$ cat src/common/frame_pkg.sv
// ==============================
// frame_pkg
// shared types and CRC constants of the test-frame generator
// ==============================

`default_nettype none

package frame_pkg;

    localparam int WORD_W = 16;  // payload, seed, polynomial and CRC width
    localparam int LEN_W  = 8;   // frame length width, up to 255 payload words

    // one data word on the link
    typedef logic [WORD_W-1:0] word_t;

    // payload length of a frame in words
    typedef logic [LEN_W-1:0] len_t;

    // phases of a frame
    typedef enum logic [1:0] {
        ST_IDLE    = 2'd0,  // waiting for an accepted start
        ST_PAYLOAD = 2'd1,  // one LFSR word per cycle
        ST_CRC     = 2'd2   // single cycle that appends the CRC word
    } frame_state_t;

    // CRC-16-CCITT, x^16 + x^12 + x^5 + 1 in normal form
    localparam word_t CRC_INIT = 16'hffff;
    localparam word_t CRC_POLY = 16'h1021;

endpackage

`default_nettype wire

$ cat src/hw/lfsr_gen.sv
// ==============================
// lfsr_gen
// shift-left LFSR that builds the payload words
// ==============================

`timescale 1ns/100ps
`default_nettype none

module lfsr_gen (
    input  wire logic             clk_i,
    input  wire logic             rstn_i,
    input  wire logic             load_i,
    input  wire frame_pkg::word_t seed_i,
    input  wire frame_pkg::word_t poly_i,
    input  wire logic             step_i,
    output frame_pkg::word_t      state_o
);

    frame_pkg::word_t state_q;
    frame_pkg::word_t poly_q;
    logic             feedback;

    assign feedback = ^(state_q & poly_q);  // parity of the tapped bits

    always_ff @(posedge clk_i) begin
        if (!rstn_i) begin
            state_q <= '0;
        end else if (load_i) begin
            state_q <= seed_i;  // first payload word is the seed itself
        end else if (step_i) begin
            state_q <= {state_q[frame_pkg::WORD_W-2:0], feedback};
        end
    end

    always_ff @(posedge clk_i) begin
        if (load_i) begin
            poly_q <= poly_i;  // taps stay fixed for the whole frame
        end
    end

    assign state_o = state_q;

    // an all-zero seed would lock the register at zero for the whole frame
    seed_nonzero_a : assert property (@(posedge clk_i) disable iff (!rstn_i)
        load_i |-> (seed_i != '0))
        else $error("lfsr_gen: seed_i must be nonzero at load");

endmodule

`default_nettype wire

$ cat src/hw/word_counter.sv
// ==============================
// word_counter
// counts down the payload words left in a frame
// ==============================

`timescale 1ns/100ps
`default_nettype none

module word_counter (
    input  wire logic            clk_i,
    input  wire logic            rstn_i,
    input  wire logic            load_i,
    input  wire frame_pkg::len_t len_i,
    input  wire logic            step_i,
    output logic                 last_word_o
);

    frame_pkg::len_t count_q;

    always_ff @(posedge clk_i) begin
        if (!rstn_i) begin
            count_q <= '0;
        end else if (load_i) begin
            count_q <= len_i - 8'd1;  // zero length is filtered out by the FSM
        end else if (step_i && (count_q != '0)) begin
            count_q <= count_q - 8'd1;
        end
    end

    assign last_word_o = (count_q == '0);  // current payload word is the final one

    // the step taken at count zero closes the payload, so no step may follow it
    no_step_past_end_a : assert property (@(posedge clk_i) disable iff (!rstn_i)
        (step_i && (count_q == '0) && !load_i) |=> !step_i || load_i)
        else $error("word_counter: step after the final payload word");

endmodule

`default_nettype wire

$ cat src/hw/frame_fsm.sv
// ==============================
// frame_fsm
// sequences idle, payload and CRC phases of one frame
// ==============================

`timescale 1ns/100ps
`default_nettype none

module frame_fsm (
    input  wire logic            clk_i,
    input  wire logic            rstn_i,
    input  wire logic            start_i,
    input  wire frame_pkg::len_t len_i,
    input  wire logic            last_word_i,
    output logic                 load_o,
    output logic                 payload_stb_o,
    output logic                 crc_stb_o,
    output logic                 busy_o
);

    frame_pkg::frame_state_t state_q;
    frame_pkg::frame_state_t state_d;
    logic                    accept;

    // starts in a running frame and empty frames are dropped here
    assign accept = start_i && (state_q == frame_pkg::ST_IDLE) && (len_i != '0);

    always_comb begin
        state_d = state_q;
        case (state_q)
            frame_pkg::ST_IDLE: begin
                if (accept) begin
                    state_d = frame_pkg::ST_PAYLOAD;
                end
            end
            frame_pkg::ST_PAYLOAD: begin
                if (last_word_i) begin
                    state_d = frame_pkg::ST_CRC;  // final payload strobe in this cycle
                end
            end
            frame_pkg::ST_CRC: begin
                state_d = frame_pkg::ST_IDLE;  // one CRC strobe only
            end
            default: begin
                state_d = frame_pkg::ST_IDLE;
            end
        endcase
    end

    always_ff @(posedge clk_i) begin
        if (!rstn_i) begin
            state_q <= frame_pkg::ST_IDLE;
        end else begin
            state_q <= state_d;
        end
    end

    assign load_o        = accept;  // seed, length and CRC init taken at the start edge
    assign payload_stb_o = (state_q == frame_pkg::ST_PAYLOAD);
    assign crc_stb_o     = (state_q == frame_pkg::ST_CRC);
    assign busy_o        = (state_q != frame_pkg::ST_IDLE);

endmodule

`default_nettype wire

$ cat src/hw/crc_append.sv
// ==============================
// crc_append
// running CRC-16 over the payload and the output word register
// ==============================

`timescale 1ns/100ps
`default_nettype none

module crc_append (
    input  wire logic             clk_i,
    input  wire logic             rstn_i,
    input  wire logic             load_i,
    input  wire logic             payload_stb_i,
    input  wire frame_pkg::word_t payload_i,
    input  wire logic             crc_stb_i,
    output logic                  word_valid_o,
    output frame_pkg::word_t      word_o,
    output logic                  last_o
);

    frame_pkg::word_t crc_q;

    // one CRC step per data bit, MSB first
    function automatic frame_pkg::word_t crc_bit(
        input frame_pkg::word_t crc,
        input logic             data
    );
        logic fb;
        fb = crc[frame_pkg::WORD_W-1] ^ data;
        crc_bit = {crc[frame_pkg::WORD_W-2:0], 1'b0};
        if (fb) begin
            crc_bit = crc_bit ^ frame_pkg::CRC_POLY;
        end
    endfunction

    // folds a whole payload word into the CRC
    function automatic frame_pkg::word_t crc_word(
        input frame_pkg::word_t crc,
        input frame_pkg::word_t data
    );
        crc_word = crc;
        for (int i = frame_pkg::WORD_W - 1; i >= 0; i--) begin
            crc_word = crc_bit(crc_word, data[i]);
        end
    endfunction

    always_ff @(posedge clk_i) begin
        if (load_i) begin
            crc_q <= frame_pkg::CRC_INIT;
        end else if (payload_stb_i) begin
            crc_q <= crc_word(crc_q, payload_i);
        end
    end

    // payload and CRC words leave through the same register
    always_ff @(posedge clk_i) begin
        if (crc_stb_i) begin
            word_o <= crc_q;  // already covers the final payload word
        end else if (payload_stb_i) begin
            word_o <= payload_i;
        end
    end

    always_ff @(posedge clk_i) begin
        if (!rstn_i) begin
            word_valid_o <= 1'b0;
            last_o       <= 1'b0;
        end else begin
            word_valid_o <= payload_stb_i || crc_stb_i;
            last_o       <= crc_stb_i;
        end
    end

endmodule

`default_nettype wire

$ cat src/hw/frame_gen_top.sv
// ==============================
// frame_gen_top
// test-frame generator, LFSR payload followed by a CRC-16 word
// ==============================

`timescale 1ns/100ps
`default_nettype none

module frame_gen_top (
    input  wire logic             clk_i,
    input  wire logic             rstn_i,
    input  wire logic             start_i,
    input  wire frame_pkg::len_t  len_i,
    input  wire frame_pkg::word_t seed_i,
    input  wire frame_pkg::word_t poly_i,
    output logic                  word_valid_o,
    output frame_pkg::word_t      word_o,
    output logic                  last_o,
    output logic                  busy_o
);

    logic             load;
    logic             payload_stb;
    logic             crc_stb;
    logic             last_word;
    frame_pkg::word_t lfsr_word;

    frame_fsm u_frame_fsm (
        .clk_i         (clk_i),
        .rstn_i        (rstn_i),
        .start_i       (start_i),
        .len_i         (len_i),
        .last_word_i   (last_word),
        .load_o        (load),
        .payload_stb_o (payload_stb),
        .crc_stb_o     (crc_stb),
        .busy_o        (busy_o)
    );

    word_counter u_word_counter (
        .clk_i       (clk_i),
        .rstn_i      (rstn_i),
        .load_i      (load),
        .len_i       (len_i),
        .step_i      (payload_stb),
        .last_word_o (last_word)
    );

    lfsr_gen u_lfsr_gen (
        .clk_i   (clk_i),
        .rstn_i  (rstn_i),
        .load_i  (load),
        .seed_i  (seed_i),
        .poly_i  (poly_i),
        .step_i  (payload_stb),
        .state_o (lfsr_word)
    );

    crc_append u_crc_append (
        .clk_i         (clk_i),
        .rstn_i        (rstn_i),
        .load_i        (load),
        .payload_stb_i (payload_stb),
        .payload_i     (lfsr_word),
        .crc_stb_i     (crc_stb),
        .word_valid_o  (word_valid_o),
        .word_o        (word_o),
        .last_o        (last_o)
    );

endmodule

`default_nettype wire

$ cat config.mk
export PLATFORM = sky130hd
export DESIGN_NAME = frame_gen_top
export DESIGN_NICKNAME = d
export VERILOG_FILES = /design/src/common/frame_pkg.sv /design/src/hw/lfsr_gen.sv /design/src/hw/word_counter.sv /design/src/hw/frame_fsm.sv /design/src/hw/crc_append.sv /design/src/hw/frame_gen_top.sv
export SDC_FILE = /design/constraint.sdc
export NUM_CORES = 1
export LEC_CHECK = 0
export BUFFER_PORTS_ARGS = -buffer_cell sky130_fd_sc_hd__buf_2
export CORE_MARGIN = 5
export CORE_UTILIZATION = 40
export DETAILED_ROUTE_END_ITERATION = 6
export PLACE_DENSITY = 0.57
export SLEW_MARGIN = 10
export SYNTH_ARGS = -nofsm -noshare
export SYNTH_HDL_FRONTEND = slang
export SYNTH_SLANG_ARGS = --single-unit
export TNS_END_PERCENT = 10
$ cat constraint.sdc
create_clock -name clk_i -period 7.5 [get_ports clk_i]
set_input_delay 1.5 -clock clk_i [delete_from_list [all_inputs] [get_ports clk_i]]
set_output_delay 1.5 -clock clk_i [all_outputs]
set_load 0.005 [all_outputs]
== Yosys cells after proc, flatten, opt, wreduce, memory -nomap -nowiden ==
Index checks and enable logic that the tools add are counted.
Operators by class
  add/subtract/negate cells: 2
  equality and inequality tests: 4
  bitwise logic cells: 33
  mux-type cells: 55
  reduce and logical (&&, ||, !) cells: 14
Operators by type and width (count)
  $mux W16: 34
  $mux W13: 16
  $not A3 Y3: 16
  $and A16 B16 Y16: 1
  $mux W8: 2
  $reduce_bool A8 Y1: 2
  $reduce_xor A16 Y1: 1
  $sub A8 B1 Y8 const B: 2
  $xor A1 B1 Y1: 16
  $logic_not A8 Y1: 1
  $reduce_bool A2 Y1: 4
  $mux W2: 2
  $ne A2 B2 Y1 const B: 2
  $pmux W2 S2: 1
  $logic_and A1 B1 Y1: 3
  $eq A2 B1 Y1 const B: 1
  $eq A2 B2 Y1 const B: 1
  $logic_not A2 Y1: 1
  $reduce_and A2 Y1: 1
  $logic_or A1 B1 Y1: 1
Word-level totals
  register bits after elaboration: 76
  output and inout bits: 19
  input port bits: 43

== Depth between registers and ports, before layout ==
Gate-level depths: netlist of run 1.
  depth after elaboration: 62
  gate-level depth with buffers: 13

== By module ==
From an unflattened synthesis of run 1, not the netlist that was laid out.
Second synthesis, totals
  cell total of the unflattened synthesis: 381
  area, all modules: 4095.2 um^2
By module, submodules not included
  crc_append: times used 1, cells an instance 152, sequential area each 840.8 um^2, area each 1838.0 um^2
  lfsr_gen: times used 1, cells an instance 133, sequential area each 800.8 um^2, area each 1426.4 um^2
  word_counter: times used 1, cells an instance 84, sequential area each 160.2 um^2, area each 706.9 um^2
  frame_fsm: times used 1, cells an instance 12, sequential area each 40.0 um^2, area each 123.9 um^2

== Worst setup path before layout of run 1 ==
Ideal clock, no wire load.
  path type: in2reg
  start point: input len_i[3]
  end point: register u_word_counter.count_q[4]
  buffers on the path: 1
  library setup time: 0.115 ns
  stages: 12
  slack: 3.576 ns
  arrival: 3.810 ns
  cells stage by stage: nor2_1 > nor4b_1 > a21o_1 > inv_1 > buf_1 > mux2i_1 > ha_1 > o21a_1 > nand2_1 > a211oi_1 > nor2_1 > o21a_1
On the way
  longest elaborated chain between the ends: 3
  elaborated cells on any way between the ends: 5
Ends and longest elaborated chain
  from (decl): RTL line frame_gen_top.sv:13  | input wire frame_pkg::len_t len_i,
  parallel branches: the longest is 3 deep, another holds $sub A8 B1 Y8
  to (signal assigned): RTL line word_counter.sv:24  | count_q <= len_i - 8'd1;
  to (signal assigned): RTL line word_counter.sv:26  | count_q <= count_q - 8'd1;
  to (decl): RTL line word_counter.sv:18  | frame_pkg::len_t count_q;
Several ways; the timed one is not identified.
A chain may end at the register's enable or synchronous reset.

== Final worst setup path of run 1 ==
Ends and elaborated chain as after synthesis.

==> impl_results.md, run 1 <==
* Result of the run: finished, final reports clean
* Antenna fix cells at 0
* Count of cells resized by post-cts repair at 0
* Number of core rows at 36
* Overall via count from detail_route at roughly 2700
* Post-layout net count at 464
* Setup TNS at 0 ns
* Inst Count DP at 538
* Clock tree from TritonCTS: yes
* Worst-Skew Late Latency at 0.35 ns
* Clock-pin slew on the worst setup and hold paths at 0.09 ns
* Post-DRT Antenna Nets at 0
* Final worst-path cycle share at 63.0%
* Aggregate global routing overflow at 0
* Post-Synthesis Cells at around 360
* Synthesized area per cell at 10.9 µm²
* Critical path peak fanout at 58
* Share of the synthesized area in the top cell type at 24.4%
* Number of input and output port buffers inserted at 61
* Non-filler instance count after layout at 554
* Hold-fix buffer count after cts at 0
* Sink count of the clock tree at 76
* CTS H-Tree Depth at 3
* Number of distinct standard cells referenced by the synthesized netlist at 36
* Max cap viols at 0
* Unrepaired setup endpoints after global routing: no
* Worst slew pin tran at 1.13 ns
* Required time worst endpoint at 7.74 ns
* Die Area at 0.0119 mm²
* Die height at 109 µm
* Layout cell share with drive strength beyond 1 at 26.4%
* Average via count per standard cell at 4.85
* Hold Crit Class: flip-flop to flip-flop
* Mapped Area at 0.00394 mm²
* Number of global-route vias before repair at about 2600
* Worst max-slew margin expressed relative to the limit at 25.0%
* Final-report hold violation count at 0
* 1st-pass router iterations at 4
* Layout-stage area growth over the synthesis result at 17.1%
* F_max at 212 MHz
* Maximum number of pins on one net before global-route repair at 59
* Critical setup path kind: input pin to flip-flop
* Sequential share of the synthesized area at 46.8%
* Clock buffers created by TritonCTS at 9
* DP HPWL at 5640 µm
* Total Wirelength at ~8000 µm
* Power density of the placed cells at 549 mW/mm²
* I/O pin count at 62
* Critical Path End Type: flip-flop
* Reported leakage power at 0.00193 µW
* Final cell utilization of the core at approximately 48%
* Number of antenna violations at the first check in global routing at 0
* Worst VDD drop at around 200 µV
* DR DRC count at 0
* Width of the chip at 109 µm
* Total routing resource utilization after global routing at 14.3%
* Final critical delay including setup and external delays at around 4.7 ns
* DRC violation total after the first TritonRoute iteration at around 130
* Global-route wire length before repair at approximately 13000 µm
* Maximum buffer depth of the clock tree at 2
* Final count of negative-setup-slack endpoints at 0
* Initial standard-cell utilization of the core at 40.6%
* Final GP Congestion at 0.780
* Post-CTS setup buffers at 0
* Crit path DAT at 4.97 ns
* Post-synth top area cell: edfxtp_1
* Root buffer selected by CTS: clkbuf_8
* Total core area at 0.00968 mm²
* Number of max-slew violations in the final report at 0
* Average detailed-routed wire length per instance at 14.4 µm
* Post-Synthesis Net Count at about 400
* Dominant cells by area after synthesis: edfxtp_1 (24%), dfxtp_1 (22%), xnor2_1 (8.7%)
* Flip-flop and latch count after synthesis at between 70 and 80
* Max Clock Skew at 0.0123 ns
* Sort of element at the start of the critical path: input pin
* YS warnings at 0
sequential cells by signal, indices dropped and copies added, names as in the netlist:
name and cells:
u_crc_append.crc_q 16, u_crc_append.last_o 1, u_crc_append.word_o 16, u_crc_append.word_valid_o 1, u_frame_fsm.state_q 2, u_lfsr_gen.poly_q 16, u_lfsr_gen.state_o 16, u_word_counter.count_q 8
cell usage after synthesis:
library cell and n:
nand2_1 57, dfxtp_1 44, xnor2_1 39, edfxtp_1 32, xor2_1 18, mux2_2 17, o211a_1 17, o21ai_0 17
mux2i_1 16, clkbuf_1 15, a21oi_1 12, xnor2_2 12, nor2_1 8, nor3_1 8, and3_1 5, ha_1 5
a31oi_1 4, inv_1 4, o21a_1 4, o21ai_1 4, a21boi_0 2, a21o_1 2, and2_1 2, buf_1 2
nand3_1 2, nor4_1 2, xnor2_4 2, a211oi_1 1, clkbuf_4 1, nand3b_1 1, nor2b_1 1, nor4b_1 1
o221a_2 1, o311a_1 1, or3_1 1, xor2_2 1
area by class of cell:
type	instances	area [µm²]
sequential	76	1840
inverter	4	15.0
clock buffer	10	128
timing repair buffer	62	313
clock inverter	6	136
multi-input combinational	263	2010
fill	925	5070
tap	133	166
stage by stage:
stage / instance area (µm²) / hold slack, ns / power, µW / setup WS (ns)
2_1_floorplan: 3940 / 0.481 / 1840 / 3.58
3_3_place_gp: 4350 / 0.500 / 2130 / 2.55
3_5_place_dp: 4350 / 0.506 / 2130 / 2.47
4_1_cts: 4610 / 0.534 / 2560 / 2.81
5_1_grt: 4610 / 0.563 / 2720 / 2.37
6_report: 4610 / 0.530 / 2530 / 2.78
where the power goes:
group | internal, µW | switching, µW
Combinational | 672 | 728
Clock | 255 | 155
Sequential | 614 | 105
cells by family after synthesis:
kind of cell	after synthesis	synth area share, %
buf+inv	22	2.19
xor+xnor	72	19.5
mux	33	8.93
simple gates	88	9.63
fa+ha+maj	5	1.59
compound gates	65	11.4
flops	76	46.8
placed cells by master (no fill, tap or decap), drive strengths merged, types with 16 or more instances in the layout:
master	netlist	final
buf	2	62
dfxtp	44	44
edfxtp	32	32
mux2	17	17
mux2i	16	16
nand2	57	57
o211a	17	17
o21ai	21	21
xnor2	53	53
xor2	19	19
worst paths after layout:
path                                              from                         to  slack, ns  cells after the start
worst max register to register  u_frame_fsm.state_q[0]  u_word_counter.count_q[4]       3.86                     14
worst min register to register   u_crc_append.crc_q[9]      u_crc_append.crc_q[9]       0.53                      2
worst min-delay path             u_crc_append.crc_q[9]      u_crc_append.crc_q[9]       0.53                      2
worst max-delay path                          len_i[3]  u_word_counter.count_q[4]       2.78                     14
metal layers:
metal  up-vias  track usage (%)  share of wire [%]
li1       1363                -                  -
met1      1258             19.7                 50
met2        54             21.7                 44
met3        12             2.84                4.5
met4         0             6.14                1.9
met5         -                0                  0
worst max-delay path, stage by stage:
cell	delay, ns
buf_2	0.12
nor2_1	0.13
nor4b_1	0.47
a21o_1	0.18
buf_4	0.47
inv_1	0.63
nand2_1	0.24
a21boi_0	0.22
ha_1	0.26
o21a_1	0.17
nand2_1	0.06
a211oi_1	0.27
nor2_1	0.07
o21a_1	0.16
Power figures use the tool's default switching activity.
==> run 2: changes to the inputs <==
--- a/config.mk
+++ b/config.mk
@@ -5,11 +5,12 @@
 export SDC_FILE = /design/constraint.sdc
 export NUM_CORES = 1
 export LEC_CHECK = 0
+export ABC_AREA = 1
 export BUFFER_PORTS_ARGS = -buffer_cell sky130_fd_sc_hd__buf_2
 export CORE_MARGIN = 5
 export CORE_UTILIZATION = 40
 export DETAILED_ROUTE_END_ITERATION = 6
-export PLACE_DENSITY = 0.57
+export PLACE_DENSITY = 0.56
 export SLEW_MARGIN = 10
 export SYNTH_ARGS = -nofsm -noshare
 export SYNTH_HDL_FRONTEND = slang
==> constraint.sdc (replaced) <==
create_clock -name clk_i -period 4.6 [get_ports clk_i]
set_input_delay 0.92 -clock clk_i [delete_from_list [all_inputs] [get_ports clk_i]]
set_output_delay 0.92 -clock clk_i [all_outputs]
set_load 0.005 [all_outputs]
==> run 2 against run 1 <==
Compared with the run above:
- worst hold slack got worse by 0.041 ns
- register-to-register slack got worse by 1.5 ns
- via count increased by 33%
- sequential power up 59%
- critical path type unchanged
- clock-buffer cell count increased by 2
- critical path depth fell by 6
- flip-flop and latch count did not move
- largest power group unchanged
- total power increased by 36%
- sequential share of layout area is 1.0 points lower
- clock power is 10% higher
- worst setup slack got worse by 0.70 ns
- area after synthesis rose by 5.5%
==> impl_results.md, run 2 <==
* Power density of the placed cells at 728 mW/mm² (+33%)
* Result of the run: finished, final reports clean
* Clock-pin slew on the worst setup and hold paths at 0.07 ns (-0.02 ns)
* Post-Synthesis Cells at 544 (+51%)
* Antenna fix cells at 0 (unchanged)
* Number of core rows at 37 (+2.8%)
* Synthesized area per cell at 7.64 µm² (-30%)
* Root buffer selected by CTS: clkbuf_8
* Multi-input gate area at 0.00193 mm² (-4.2%)
* Dominant register cell in the synthesized netlist: dfxtp_1
* Die height at 112 µm (+2.5%)
* Required time worst endpoint at 4.88 ns (-2.86 ns)
* Switching Fraction at 46.0% (+7.0 points)
* Inst Count DP at 727 (+35%)
* Initial standard-cell utilization of the core at 40.6% (-0.044 points)
* Count of cells resized by post-cts repair at 0 (unchanged)
* Critical setup path kind: input pin to flip-flop
* Maximum number of pins on one net before global-route repair at 34 (-42%)
* Aggregate global routing overflow at 0 (unchanged)
* Post-layout net count at 650 (+40%)
* Post-CTS setup buffers at 0 (unchanged)
* Number of global-route vias before repair at 3405 (+30%)
* Sort of element at the start of the critical path: input pin
* Most used cells in the layout excluding fill and tap cells: nand2_1 (185), inv_1 (82), buf_2 (61)
* Final count of negative-setup-slack endpoints at 0 (unchanged)
* Max Clock Skew at 0.00717 ns (-0.00517 ns)
* Final GP Congestion at 0.834 (+6.9%)
* Relative contribution of sequential cells to total power at 33.1% (+4.7 points)
* Total Wirelength at 9790 µm (+23%)
* Clock buffers created by TritonCTS at 9 (unchanged)
* Leading cell type in the layout, fill and taps excluded: nand2_1
* F_max at 397 MHz
* Global-route wire length before repair at 16100 µm (+24%)
* Final critical delay including setup and external delays at between 2 and 3 ns
* Number of distinct standard cells referenced by the synthesized netlist at 34 (-5.6%)
* Final worst-path cycle share at between 50% and 60%
* Dominant cells by area after synthesis: edfxtp_1 (23%), dfxtp_1 (21%), nand2_1 (17%)
* Flip-flop and latch count after synthesis at 76 (unchanged)
* Number of input and output port buffers inserted at 61 (unchanged)
* Post-Synthesis Net Count at 592 (+45%)
* Worst hold margin at 0.489 ns (-0.0405 ns)
* I/O pin count at 62 (unchanged)
* Most used cell, CP: nand2_1
* Switching power total at 1580 µW (+60%)
* Leading cell type by number of instances after synthesis: nand2_1
* Worst slew pin tran at 1.05 ns (-0.0779 ns)
* YS warnings at 0 (unchanged)
* Worst VDD drop at 252 µV (+27%)
* CTS H-Tree Depth at 3 (unchanged)
* List of cells traversed by the critical path: buf_2, nor2_1, nand2_1, o21ai_4, nand2_1, inv_1, nand2_1, a31oi_1
* Post-DRT Antenna Nets at 0 (unchanged)
* Clock tree from TritonCTS: yes
* 1st-pass router iterations at 5 (+1)
* Crit path DAT at 2.79 ns (-2.18 ns)
* Internal power contribution at 1860 µW (+21%)
* Comb power frac at 53.8% (-1.6 points)
* Average via count per standard cell at 4.81 (-0.91%)
* Average detailed-routed wire length per instance at 13.2 µm (-8.4%)
* DP HPWL at 7550 µm (+34%)
* Layout cell share with drive strength beyond 1 at 14.8% (-12 points)
* Maximum buffer depth of the clock tree at 2 (unchanged)
* Total core area at 0.0102 mm² (+5.6%)
* Fillers at 1065 (+15%)
* Layout-stage area growth over the synthesis result at 13.9%
* Mapped Area at 0.00415 mm² (+5.5%)
* Sink count of the clock tree at 76 (unchanged)
* Width of the chip at 112 µm (+2.5%)
* Critical path peak fanout at 17 (-71%)
* Unrepaired setup endpoints after global routing: no
* Cell family with most CP delay: simple AND/OR/NAND/NOR gates
* Max cap viols at 0 (unchanged)
* Total routing resource utilization after global routing at 16.1% (+1.8 points)
* Largest stage delay, worst path at 0.46 ns (-0.17 ns)
* DR DRC count at 0 (unchanged)
* Highest metal layer with signal wires: met4
* Most frequent cells after synthesis: nand2_1 (185), inv_1 (82), dfxtp_1 (44), edfxtp_1 (32), nand3_1 (32)
* Share of the synthesized area in the top cell type at 23.1% (-1.3 points)
* Metal-1 WL at 4650 µm (+17%)
* Sequential share of the synthesized area at 44.3% (-2.5 points)
* Hold-fix buffer count after cts at 0 (unchanged)
* Final-report hold violation count at 0 (unchanged)
* Async set or reset register ratio after synthesis at 0% (unchanged)
* Overall via count from detail_route at 3571 (+33%)
* Worst-Skew Late Latency at 0.35 ns (about the same)
* Worst path slowest cell: inv_1
* Number of max-slew violations in the final report at 0 (unchanged)
* Reported leakage power at 0.00223 µW (+16%)
* Met2 Routed Length at 4580 µm (+31%)
* Post-synth EDFFs at 32 (unchanged)
* Portion of total power attributed to the clock network at 13.1% (-3.1 points)
* Footprint of the flip-flops and latches at 0.00184 mm² (unchanged)
* Met3 Wirelength at 440 µm (+23%)
* Number of buffers and inverters on the critical path at 2 (-1)
* DRC violation total after the first TritonRoute iteration at 120 (-7.0%)
* Hold Crit Class: flip-flop to flip-flop
* Number of antenna violations at the first check in global routing at 0 (unchanged)
* Critical Path End Type: flip-flop
* Setup TNS at 0 ns (unchanged)
* Post-synth top area cell: edfxtp_1
* Non-filler instance count after layout at 743 (+34%)
* Worst max-slew margin expressed relative to the limit at 30.2% (+5.2 points)
* Die Area at 0.0125 mm² (+5.0%)
run 2: changes by cell type after synthesis, moves of 17 or more:
cell / change
inv_1: +78
mux2_2: -17
nand2_1: +128
nand3_1: +30
o211a_1: -17
xnor2_1: -20
run 2: tightest hold or removal path, stage by stage, from the launching register on:
cell     delay [ns]
dfxtp_1        0.33
nand2_1        0.06
a21oi_1        0.05
run 2: final cells by class:
type | instances | share of cell area (%)
flip-flops and latches | 76 | 38.9
multi-input cells | 370 | 40.7
clock buffers | 12 | 3.07
clock inverters | 4 | 0.529
repair buffers | 62 | 6.61
well taps | 136 | 3.60
inverters | 83 | 6.58
run 2: power groups by stage:
stage | registers [µW] | clock network, µW | logic (µW)
2_1_floorplan | 1130 | 0 | 1430
3_3_place_gp | 1150 | 0 | 1840
3_5_place_dp | 1160 | 0 | 1860
4_1_cts | 1140 | 469 | 1870
5_1_grt | 1170 | 501 | 2120
6_report | 1140 | 452 | 1850
run 2: logic make-up (layout without fill, tap and decap cells):
family	count (synthesis)	count (layout)	share of synthesized area, %
AO/OA/AOI/OAI	75	75	10.9
AND/OR/NAND/NOR	249	249	24.8
XOR/XNOR	41	41	9.19
flip-flops	76	76	44.3
adder cells (fa/ha/maj)	5	5	1.51
buffers and inverters	98	161	9.28
run 2: metrics by stage:
stage	util (%)	power [µW]	setup slack, ns	cell area, µm²
global placement	44.6	2990	1.75	4560
floorplan	-	2560	2.11	4150
detailed placement	44.6	3020	1.73	4560
finish	46.3	3440	2.08	4730
global route	46.3	3800	1.92	4730
CTS	46.3	3480	2.11	4730
run 2: worst paths after layout:
path,from,endpoint,slack (ns),cells past startpoint
setup reg to reg,u_frame_fsm.state_q[1],u_lfsr_gen.state_o[0],2.34,11
hold / removal,u_word_counter.count_q[3],u_word_counter.count_q[3],0.49,2
hold reg to reg,u_word_counter.count_q[3],u_word_counter.count_q[3],0.49,2
setup / recovery,len_i[6],u_lfsr_gen.state_o[3],2.08,8
run 2: routing by layer:
layer | vias up | track usage [%]
met5 | - | 0
met4 | 0 | 5.52
met3 | 10 | 3.42
li1 | 1854 | -
met1 | 1639 | 21.5
met2 | 68 | 25.9
